==> config.mk <==
export PLATFORM = sky130hd
export DESIGN_NAME = spi_master_subsystem
export DESIGN_NICKNAME = d
export VERILOG_FILES = /design/src/source/spi_pkg.sv /design/src/source/spi_byte_fifo.sv /design/src/source/spi_clock_phase.sv /design/src/source/spi_shift_engine.sv /design/src/source/spi_master_subsystem.sv
export VERILOG_INCLUDE_DIRS = /design/src /design/src/source
export SDC_FILE = /design/constraint.sdc
export NUM_CORES = 1
export LEC_CHECK = 0
export ABC_AREA = 1
export BUFFER_PORTS_ARGS = -buffer_cell sky130_fd_sc_hd__buf_2
export CAP_MARGIN = 10
export CORE_MARGIN = 4
export CORE_UTILIZATION = 55
export DETAILED_ROUTE_END_ITERATION = 7
export PLACE_DENSITY = 0.78
export SLEW_MARGIN = 30
export SYNTH_ARGS = -nofsm -noshare
export SYNTH_HDL_FRONTEND = slang
export SYNTH_HIERARCHICAL = 1
export SYNTH_SLANG_ARGS = --single-unit
export TNS_END_PERCENT = 100
==> constraint.sdc <==
create_clock -name clock -period 3 [get_ports clock]
set_input_delay 0.15 -clock clock [delete_from_list [all_inputs] [get_ports clock]]
set_output_delay 0.15 -clock clock [all_outputs]
set_load 0.01 [all_outputs]
==> src/source/spi_settings.svh <==
// SPI master settings: frame width, FIFO depth and serial clock rate
`ifndef SPI_SETTINGS_SVH
`define SPI_SETTINGS_SVH

// Bits per SPI frame, sent MSB first
`define SPI_WORD_WIDTH 8

// Entries in each of the transmit and receive FIFOs
// Must be a power of two so the pointers wrap on their own
`define SPI_FIFO_DEPTH 4

// System clocks per serial clock half period, at least 1
// One full frame takes 16 times this many clocks
`define SPI_HALF_PERIOD 2

`endif

==> src/source/spi_pkg.sv <==
// SPI master types: clock mode, engine states and the pin bundle
package spi_pkg;

    // Serial clock polarity and phase
    typedef struct packed {
        logic cpol;
        logic cpha;
    } spi_mode_t;

    // Shift engine states
    typedef enum logic [1:0] {
        spi_idle,
        spi_shift,
        spi_finish
    } spi_state_e;

    // Pins driven towards the slave
    typedef struct packed {
        logic sclk;
        logic mosi;
        logic cs_n;
    } spi_pins_t;

endpackage

==> src/source/spi_byte_fifo.sv <==
// Byte FIFO with valid/ready handshakes on the write and the read side
`timescale 1ns/1ps
`include "spi_settings.svh"

module spi_byte_fifo (
    input  logic                       clock,
    input  logic                       reset,
    input  logic                       in_valid,
    output logic                       in_ready,
    input  logic [`SPI_WORD_WIDTH-1:0] in_data,
    output logic                       out_valid,
    input  logic                       out_ready,
    output logic [`SPI_WORD_WIDTH-1:0] out_data
);

    localparam int DEPTH = `SPI_FIFO_DEPTH;
    localparam int PTR_W = $clog2(DEPTH);
    localparam int CNT_W = $clog2(DEPTH + 1);

    logic [`SPI_WORD_WIDTH-1:0] mem [DEPTH];
    logic [PTR_W-1:0]           wr_ptr;
    logic [PTR_W-1:0]           rd_ptr;
    logic [CNT_W-1:0]           count;
    logic                       push;
    logic                       pop;

    // Full and empty come straight from the registered count
    assign in_ready  = (count != CNT_W'(DEPTH));
    assign out_valid = (count != '0);
    assign push      = in_valid && in_ready;
    assign pop       = out_valid && out_ready;

    // Head of the queue is always on the output
    assign out_data = mem[rd_ptr];

    always_ff @(posedge clock) begin
        if (push) begin
            mem[wr_ptr] <= in_data;
        end
    end

    always_ff @(posedge clock or posedge reset) begin
        if (reset) begin
            wr_ptr <= '0;
            rd_ptr <= '0;
            count  <= '0;
        end else begin
            if (push) begin
                wr_ptr <= wr_ptr + 1'b1;
            end
            if (pop) begin
                rd_ptr <= rd_ptr + 1'b1;
            end
            // Simultaneous push and pop leave the count alone
            case ({push, pop})
                2'b10: begin
                    count <= count + 1'b1;
                end
                2'b01: begin
                    count <= count - 1'b1;
                end
                default: begin
                    count <= count;
                end
            endcase
        end
    end

    // Pointer distance always agrees with the count
    a_ptrs_track_count: assert property (
        @(posedge clock) disable iff (reset)
        (wr_ptr - rd_ptr) == count[PTR_W-1:0]
    ) else $error("spi_byte_fifo pointers out of step with the count");

    // Whatever sits at the head was written before it is offered
    a_head_written: assert property (
        @(posedge clock) disable iff (reset)
        out_valid |-> !$isunknown(out_data)
    ) else $error("spi_byte_fifo offered an entry that was never written");

endmodule

==> src/source/spi_clock_phase.sv <==
// Serial clock generator with leading and trailing edge strobes
`timescale 1ns/1ps
`include "spi_settings.svh"

module spi_clock_phase (
    input  logic              clock,
    input  logic              reset,
    input  logic              run,
    input  spi_pkg::spi_mode_t mode,
    output logic              sclk,
    output logic              lead_edge,
    output logic              trail_edge
);

    localparam int HALF  = `SPI_HALF_PERIOD;
    localparam int CNT_W = $clog2(HALF + 1);

    logic [CNT_W-1:0] count;
    logic             count_end;
    // Low while sclk sits at its idle level
    logic             phase;

    assign count_end = (count == CNT_W'(HALF - 1));

    // Strobes mark the last cycle before the level flips
    assign lead_edge  = run && count_end && !phase;
    assign trail_edge = run && count_end && phase;

    // Idle level is cpol, active level is its inverse
    assign sclk = run ? (mode.cpol ^ phase) : mode.cpol;

    always_ff @(posedge clock or posedge reset) begin
        if (reset) begin
            count <= '0;
            phase <= 1'b0;
        end else if (!run) begin
            count <= '0;
            phase <= 1'b0;
        end else if (count_end) begin
            count <= '0;
            phase <= ~phase;
        end else begin
            count <= count + 1'b1;
        end
    end

    // Trailing edge follows each leading edge after one half period
    a_lead_then_trail: assert property (
        @(posedge clock) disable iff (reset)
        lead_edge |-> ##HALF trail_edge
    ) else $error("trailing edge did not follow the leading edge in time");

    // The level really moves after each strobe
    a_lead_moves_clock: assert property (
        @(posedge clock) disable iff (reset)
        lead_edge |=> (sclk != mode.cpol)
    ) else $error("sclk did not leave idle after a leading edge");

    a_trail_moves_clock: assert property (
        @(posedge clock) disable iff (reset)
        trail_edge |=> (sclk == mode.cpol)
    ) else $error("sclk did not return to idle after a trailing edge");

endmodule

==> src/source/spi_shift_engine.sv <==
// SPI frame engine: shift registers, bit counter and chip select control
`timescale 1ns/1ps
`include "spi_settings.svh"

module spi_shift_engine (
    input  logic                       clock,
    input  logic                       reset,
    input  spi_pkg::spi_mode_t         mode_in,
    input  logic                       tx_valid,
    output logic                       tx_pop,
    input  logic [`SPI_WORD_WIDTH-1:0] tx_byte,
    input  logic                       rx_space,
    output logic                       rx_push,
    output logic [`SPI_WORD_WIDTH-1:0] rx_byte,
    output logic                       run,
    output spi_pkg::spi_mode_t         mode,
    input  logic                       sclk,
    input  logic                       lead_edge,
    input  logic                       trail_edge,
    input  logic                       miso,
    output spi_pkg::spi_pins_t         pins,
    output spi_pkg::spi_state_e        state
);

    localparam int WORD  = `SPI_WORD_WIDTH;
    localparam int BIT_W = $clog2(WORD + 1);
    localparam int FRAME = 16 * `SPI_HALF_PERIOD;

    spi_pkg::spi_mode_t mode_reg;
    logic [WORD-1:0]    tx_reg;
    logic [WORD-1:0]    rx_reg;
    logic [BIT_W-1:0]   bit_count;
    logic               cs_n;
    logic               sample_edge;
    logic               shift_edge;
    logic               last_edge;

    // Mode 0/2 samples on the leading edge, mode 1/3 on the trailing edge
    assign sample_edge = mode_reg.cpha ? trail_edge : lead_edge;

    // With cpha set the first leading edge only launches bit 7
    assign shift_edge = mode_reg.cpha ? (lead_edge && (bit_count != BIT_W'(WORD)))
                                      : trail_edge;

    // Closing edge of the frame is the trailing edge after the eighth sample
    assign last_edge = trail_edge &&
                       ((bit_count == '0) || (mode_reg.cpha && (bit_count == BIT_W'(1))));

    // Idle clock level follows the live cpol, frozen once a frame starts
    assign mode = (state == spi_pkg::spi_idle) ? mode_in : mode_reg;

    assign run     = (state == spi_pkg::spi_shift);
    assign rx_push = (state == spi_pkg::spi_finish);
    assign rx_byte = rx_reg;

    assign pins.sclk = sclk;
    assign pins.mosi = cs_n ? 1'b0 : tx_reg[WORD-1];
    assign pins.cs_n = cs_n;

    always_ff @(posedge clock or posedge reset) begin
        if (reset) begin
            state     <= spi_pkg::spi_idle;
            tx_pop    <= 1'b0;
            cs_n      <= 1'b1;
            bit_count <= '0;
            mode_reg  <= '0;
        end else begin
            case (state)
                spi_pkg::spi_idle: begin
                    if (tx_pop) begin
                        // Head byte is still on tx_byte in the pop cycle
                        tx_pop    <= 1'b0;
                        mode_reg  <= mode_in;
                        cs_n      <= 1'b0;
                        bit_count <= BIT_W'(WORD);
                        state     <= spi_pkg::spi_shift;
                    end else if (tx_valid && rx_space) begin
                        tx_pop <= 1'b1;
                    end
                end
                spi_pkg::spi_shift: begin
                    if (sample_edge) begin
                        bit_count <= bit_count - 1'b1;
                    end
                    if (last_edge) begin
                        cs_n  <= 1'b1;
                        state <= spi_pkg::spi_finish;
                    end
                end
                spi_pkg::spi_finish: begin
                    state <= spi_pkg::spi_idle;
                end
                default: begin
                    state <= spi_pkg::spi_idle;
                end
            endcase
        end
    end

    // Data path shifts MSB first in both directions
    always_ff @(posedge clock) begin
        if ((state == spi_pkg::spi_idle) && tx_pop) begin
            tx_reg <= tx_byte;
        end else if (shift_edge) begin
            tx_reg <= {tx_reg[WORD-2:0], 1'b0};
        end
        if (sample_edge) begin
            rx_reg <= {rx_reg[WORD-2:0], miso};
        end
    end

    // cs_n stays low for exactly sixteen half periods per frame
    a_cs_frame_length: assert property (
        @(posedge clock) disable iff (reset)
        $fell(cs_n) |-> ##FRAME $rose(cs_n)
    ) else $error("cs_n low period has the wrong length");

    // Space was checked at frame start and must still be there at the push
    a_push_has_space: assert property (
        @(posedge clock) disable iff (reset)
        rx_push |-> rx_space
    ) else $error("receive byte pushed into a full FIFO");

endmodule

==> src/source/spi_master_subsystem.sv <==
// SPI master top: transmit and receive FIFOs around the clock and shift engine
`timescale 1ns/1ps
`include "spi_settings.svh"

module spi_master_subsystem (
    input  logic                       clock,
    input  logic                       reset,
    input  logic                       cpol,
    input  logic                       cpha,
    input  logic                       tx_valid,
    output logic                       tx_ready,
    input  logic [`SPI_WORD_WIDTH-1:0] tx_data,
    output logic                       rx_valid,
    input  logic                       rx_ready,
    output logic [`SPI_WORD_WIDTH-1:0] rx_data,
    input  logic                       miso,
    output spi_pkg::spi_pins_t         pins,
    output logic                       busy
);

    spi_pkg::spi_mode_t         mode_in;
    spi_pkg::spi_mode_t         mode;
    spi_pkg::spi_state_e        state;
    logic                       tx_avail;
    logic                       tx_pop;
    logic [`SPI_WORD_WIDTH-1:0] tx_byte;
    logic                       rx_space;
    logic                       rx_push;
    logic [`SPI_WORD_WIDTH-1:0] rx_byte;
    logic                       run;
    logic                       sclk;
    logic                       lead_edge;
    logic                       trail_edge;

    assign mode_in.cpol = cpol;
    assign mode_in.cpha = cpha;
    assign busy         = (state != spi_pkg::spi_idle);

    spi_byte_fifo tx_fifo (
        .clock     (clock),
        .reset     (reset),
        .in_valid  (tx_valid),
        .in_ready  (tx_ready),
        .in_data   (tx_data),
        .out_valid (tx_avail),
        .out_ready (tx_pop),
        .out_data  (tx_byte)
    );

    spi_byte_fifo rx_fifo (
        .clock     (clock),
        .reset     (reset),
        .in_valid  (rx_push),
        .in_ready  (rx_space),
        .in_data   (rx_byte),
        .out_valid (rx_valid),
        .out_ready (rx_ready),
        .out_data  (rx_data)
    );

    spi_clock_phase clock_phase (
        .clock      (clock),
        .reset      (reset),
        .run        (run),
        .mode       (mode),
        .sclk       (sclk),
        .lead_edge  (lead_edge),
        .trail_edge (trail_edge)
    );

    spi_shift_engine shift_engine (
        .clock      (clock),
        .reset      (reset),
        .mode_in    (mode_in),
        .tx_valid   (tx_avail),
        .tx_pop     (tx_pop),
        .tx_byte    (tx_byte),
        .rx_space   (rx_space),
        .rx_push    (rx_push),
        .rx_byte    (rx_byte),
        .run        (run),
        .mode       (mode),
        .sclk       (sclk),
        .lead_edge  (lead_edge),
        .trail_edge (trail_edge),
        .miso       (miso),
        .pins       (pins),
        .state      (state)
    );

endmodule

==> run summary, run 1 <==
Number of port buffers = 28
GR Util met3 = 4.57%
Most frequent cells in the layout = nand2_1, inv_1, edfxtp_1
Pin count of the biggest net entering global routing = 34
Power per standard cell area = 908 nW/µm²
Layout area overhead = 9.05%
Die Ht = 102 µm
TritonCTS clock tree = done
Final nets = 515
H-tree levels = 3
Gr busiest metal = met2
HPWL Detailed = 5680 µm
Number of post-CTS setup repair buffers = 0
Antenna viol nets, final = 0
Syn avg cell area = 10.8 µm²
Max-Slew Margin vs Limit = 49.8%
WS Path Type = reg -> reg
Cells after Synth = 450
Final period util = 63.4%
Yosys warns = 6
Detailed Route Iter0 Violations = 123
Share of cells above drive strength 1 = 12.6%
Critical-path top delay cell = dfrtp_1
Post-synth net total = 479
Core ar. = 8640 µm²
Peak supply drop = 0.527 mV
Residual overflow from global routing = 0
Routed wire per std cell = 13.0 µm
CP Buf/Inv Count = 2
Die Area = 10,400 µm²
First-pass DRT Iterations = 4
Clk buf depth = 2
Total power = 4.80 mW
Final WL = 7770 µm
Reg area = 3080 µm²
CP required = 3.25 ns
Row Count = 34
Layout fillers = 700
Antenna diode count = 0
Drt drc = 0
Avg Vias per Cell = 5.10
Critical Path, Cell by Cell = inv_1 > nand2_1 > inv_2 > nand2_1 > nor2_1 > nand2_1 > nand2_1 > nand2_4 > nand3_1 > o21ai_1
Root Buffer = clkbuf_8
Max Fclk = 525 MHz
CP top delay family = simple AND/OR/NAND/NOR gates
Met2 Use GR = 29.3%
Vias in the first global route = 2,965
Synthesized area = 4850 µm²
Post-cts repair resize count = 0
Clock skew = 0.0105 ns
Via count = 3,056
Crit-path max FO = 9
TritonCTS Buffers = 9
Die width = 102 µm
RSZ-0062 raised after global routing = false
# hold bufs at CTS = 10
I/O pins = 29
Final number of hold-violating endpoints = 0
Initial cell density of the core = 56.2%
Clock period minus worst slack = 1.90 ns
Startpoint types = flop
GP Congestion = 0.754
Status = complete, no violations
Multi-input logic area = 1320 µm²
CTS clk-pin slew, worst paths = 0.09 ns
Hold Path Class = in -> reg
Fin. max-slew vios = 0
CP max stage delay = 0.43 ns
Lkg Pwr = 2.38 nW
GRT Resource Usage Total = 16.6%
Final setup TNS = 0 ns
Slew of the pin with the lowest slew margin = 0.750 ns
Most common cell after layout, fill and taps aside = nand2_1
Met1 Use GR = 20.1%
Largest registers = rx_fifo/mem: 32 flops, tx_fifo/mem: 32 flops
Initial antenna violation count = 0
Final Util = 61.3%
Clk_lat worst skew = 0.36 ns
Most used cell, CP = nand2_1
Max-cap viol count = 0
Arr. time, crit path = 2.15 ns
Crit end category = flop
CTS Sinks = 107
Final setup fails = 0
First-pass GRT wire length = 13,400 µm
-- stage by stage --
stage	instances	hold WS, ns	cell area (µm²)	setup slack, ns
2_1_floorplan	450	-0.0964	4850	1.31
3_3_place_gp	573	0.0585	5010	1.19
3_5_place_dp	573	0.0626	5010	1.08
4_1_cts	599	0.0397	5290	1.09
5_1_grt	599	0.0374	5290	0.893
6_report	599	0.0597	5290	1.10
-- routing by layer --
| layer | share of wire [%] | wire, µm | up-vias |
|---|---|---|---|
| met2 | 52 | 4020 | 52 |
| met5 | 0 | 0 | - |
| met3 | 4.5 | 346 | 8 |
| li1 | - | - | 1534 |
| met4 | 1.1 | 85 | 0 |
| met1 | 43 | 3320 | 1462 |
-- power breakdown --
part	total (mW)	switching (mW)	leakage, nW	internal [mW]
clock	0.800	0.486	0.0879	0.315
sequential	2.31	0.271	1.06	2.04
combinational	1.69	1.09	1.23	0.599
total	4.80	1.85	2.38	2.95
-- worst reg2reg max path, stage by stage, from the launching register on --
cell	delay, ns
dfrtp_1	0.43
inv_1	0.08
nand2_1	0.10
inv_2	0.14
nand2_1	0.10
nor2_1	0.23
nand2_1	0.09
nand2_1	0.33
nand2_4	0.14
nand3_1	0.10
o21ai_1	0.06
-- final cells by class --
cell class              instances  share of cell area (%)
flip-flops and latches        107                    58.2
clock buffers                   9                    2.34
repair buffers                 39                    4.68
well taps                     108                    2.55
clock inverters                 7                    1.16
inverters                      87                    6.17
multi-input cells             242                    24.9
-- final timing paths --
kind | startpoint | cells after the start | to | slack, ns
max in group asynchronous | reset | 3 | shift_engine/cs_n | 2.33
min reg2reg | rx_fifo/count[0] | 1 | rx_fifo/count[0] | 0.47
max reg2reg | shift_engine/state[1] | 10 | shift_engine/bit_count[0] | 1.10
max | shift_engine/state[1] | 10 | shift_engine/bit_count[0] | 1.10
min | cpha | 3 | shift_engine/mode_reg[0] | 0.06
min in group asynchronous | reset | 3 | clock_phase/count[1] | 0.23
Note: power is estimated with default switching activity, not from simulation.
==> inputs of run 2 (changes only) <==
- CORE_UTILIZATION: 55 -> 54
- PLACE_DENSITY: 0.78 -> 0.8
- clock period: 3 -> 1.6 ns (I/O delays scaled with it)
==> run 2 against run 1 <==
Sequential power increased by 88%. Wire length increased by 14%. Setup slack got worse by 1.1 ns. Cell area increased by 10%. The run now ends with negative setup slack left. Largest cell class unchanged. Final cell count increased by 8.2%.
==> run summary, run 2 (same netlist as run 1, synthesis figures left out) <==
Arr. time, crit path = 1.87 ns
Initial cell density of the core = 55.6%
CP top delay family = adder cells
Pin count of the biggest net entering global routing = 34
First-pass GRT wire length = 14,200 µm
Layout fillers = 628
I/O pins = 29
Comb pwr share = 41.9%
Critical-path top delay cell = dfrtp_1
Crit-path max FO = 3
Initial antenna violation count = 0
WS Path Type = reg -> reg
Final WL = 8880 µm
Startpoint types = flop
Largest registers = rx_fifo/mem: 32 flops, tx_fifo/mem: 32 flops
Detailed Route Iter0 Violations = 161
Most used cell, CP = nand2_1
Max-cap viol count = 0
Most common cell after layout, fill and taps aside = nand2_1
CP Buf/Inv Count = 2
GP Congestion = 0.833
Fin. max-slew vios = 0
HPWL Detailed = 5850 µm
TritonCTS clock tree = done
CP required = 1.86 ns
CP max stage delay = 0.42 ns
Status = finished with violations
Via count = 3,262
R2R Setup Slk = -0.01 ns
Clock skew = 0.0107 ns
Antenna viol nets, final = 0
Row Count = 34
Die width = 103 µm
Avg Vias per Cell = 5.03
Clock period minus worst slack = 1.61 ns
Lkg Pwr = 2.63 nW
Peak supply drop = 0.941 mV
RSZ-0062 raised after global routing = true
Core ar. = 8720 µm²
Residual overflow from global routing = 0
Antenna diode count = 0
Final nets = 564
Die Area = 10,600 µm²
Inst Count DP = 599
Sw Share = 38.7%
PnR worst setup slack = -0.0110 ns
Number of port buffers = 28
First-pass DRT Iterations = 4
GRT Resource Usage Total = 17.5%
Final number of hold-violating endpoints = 0
Failing checks = negative setup slack
GR Util met3 = 3.59%
Max Fclk = 621 MHz
Final setup TNS = -0.0110 ns
Final period util = 101%
Clk buf depth = 2
Met1 Use GR = 20.9%
Most frequent cells in the layout = nand2_1, edfxtp_1, inv_1
Crit end category = flop
Gr busiest metal = met2
Met2 Use GR = 31.9%
H-tree levels = 3
Die Ht = 103 µm
Hold Path Class = in -> async
Flop pwr share = 42.3%
CTS clk-pin slew, worst paths = 0.11 ns
Drt drc = 0
Clk_lat worst skew = 0.37 ns
Slew of the pin with the lowest slew margin = 0.399 ns
DP Worst Slack = -0.124 ns
Root Buffer = clkbuf_8
Routed wire per std cell = 13.7 µm
Clock power frac = 15.8%
Vias in the first global route = 3,148
Critical Path, Cell by Cell = buf_6 > nand3_4 > nand2_4 > ha_4 > inv_4 > fa_2 > nand2_2 > nand3_1 > nand2_1 > nand2_1
Switching pwr = 3.98 mW
Max-Slew Margin vs Limit = 73.4%
Final Non-Filler Cells = 648
Internal Dissipation = 6.30 mW
CTS Sinks = 107
Power per standard cell area = 1770 nW/µm²
Share of cells above drive strength 1 = 26.3%
Final setup fails = 1
Layout area overhead = 20.0%
TritonCTS Buffers = 9
Final Util = 66.7%
[run 2: cell types whose count changed in the layout (fill, tap and decap cells not counted), moves of 4 or more]
cell           change
buf_4             +39
inv_2              +9
dlygate4sd3_1      +4
inv_4              +5
inv_1             -14
nand2_1            -8
nand2_2            +7
[run 2: path summary, 6_finish.rpt]
| kind | start | endpoint | cells after the start |
|---|---|---|---|
| max in group asynchronous | reset | shift_engine/cs_n | 3 |
| min in group clock | miso | shift_engine/rx_byte[0] | 2 |
| worst max register to register | rx_fifo/count[2] | rx_fifo/count[2] | 10 |
| worst min register to register | shift_engine/cs_n | shift_engine/cs_n | 2 |
| worst max-delay path | rx_fifo/count[2] | rx_fifo/count[2] | 10 |
| worst min-delay path | reset | clock_phase/count[1] | 3 |
[run 2: repair_timing]
action / 4_1_cts / 5_1_grt
hold endpoints to repair: 63 / 0
setup endpoints to repair: 17 / 32
hold buffers: 14 / 0
setup buffers: 8 / 10
pin swaps: 5 / 10
gates resized for setup: 18 / 27
cloned: 0 / 1
[run 2: worst min-delay path: cells and delay by family]
family / cells / cell delay, ns
buffers and inverters: 3 / 0.78
[run 2: routing by layer]
metal  wire length (µm)  vias to the layer above
li1                   -                     1639
met1               3680                     1552
met2               4760                       61
met3                358                       10
met4                 85                        0
met5                  0                        -
[run 2: layout make-up]
class	count	area, µm²	share of cell area (%)
clock inverter	7	72.6	1.25
inverter	87	344	5.91
timing repair buffer	87	654	11.2
sequential	107	3080	53.0
multi-input combinational	242	1400	24.1
timing repair inverter	1	6.26	0.107
tap	108	135	2.32
clock buffer	9	124	2.13
[run 2: power groups by stage]
stage	Clock [mW]	Sequential (mW)	Combinational (mW)
6_report	1.62	4.35	4.31
2_1_floorplan	0	4.18	2.80
3_5_place_dp	0	4.34	3.69
3_3_place_gp	0	4.31	3.49
5_1_grt	1.76	4.43	4.85
4_1_cts	1.65	4.30	3.97
[run 2: metrics by stage]
stage	power, mW	hold slack, ns	area (µm²)
2_1_floorplan	6.98	-0.166	4870
3_3_place_gp	7.80	-0.0216	5230
3_5_place_dp	8.03	-0.0160	5230
4_1_cts	9.91	0.130	5680
5_1_grt	11.0	0.164	5820
6_report	10.3	0.144	5820
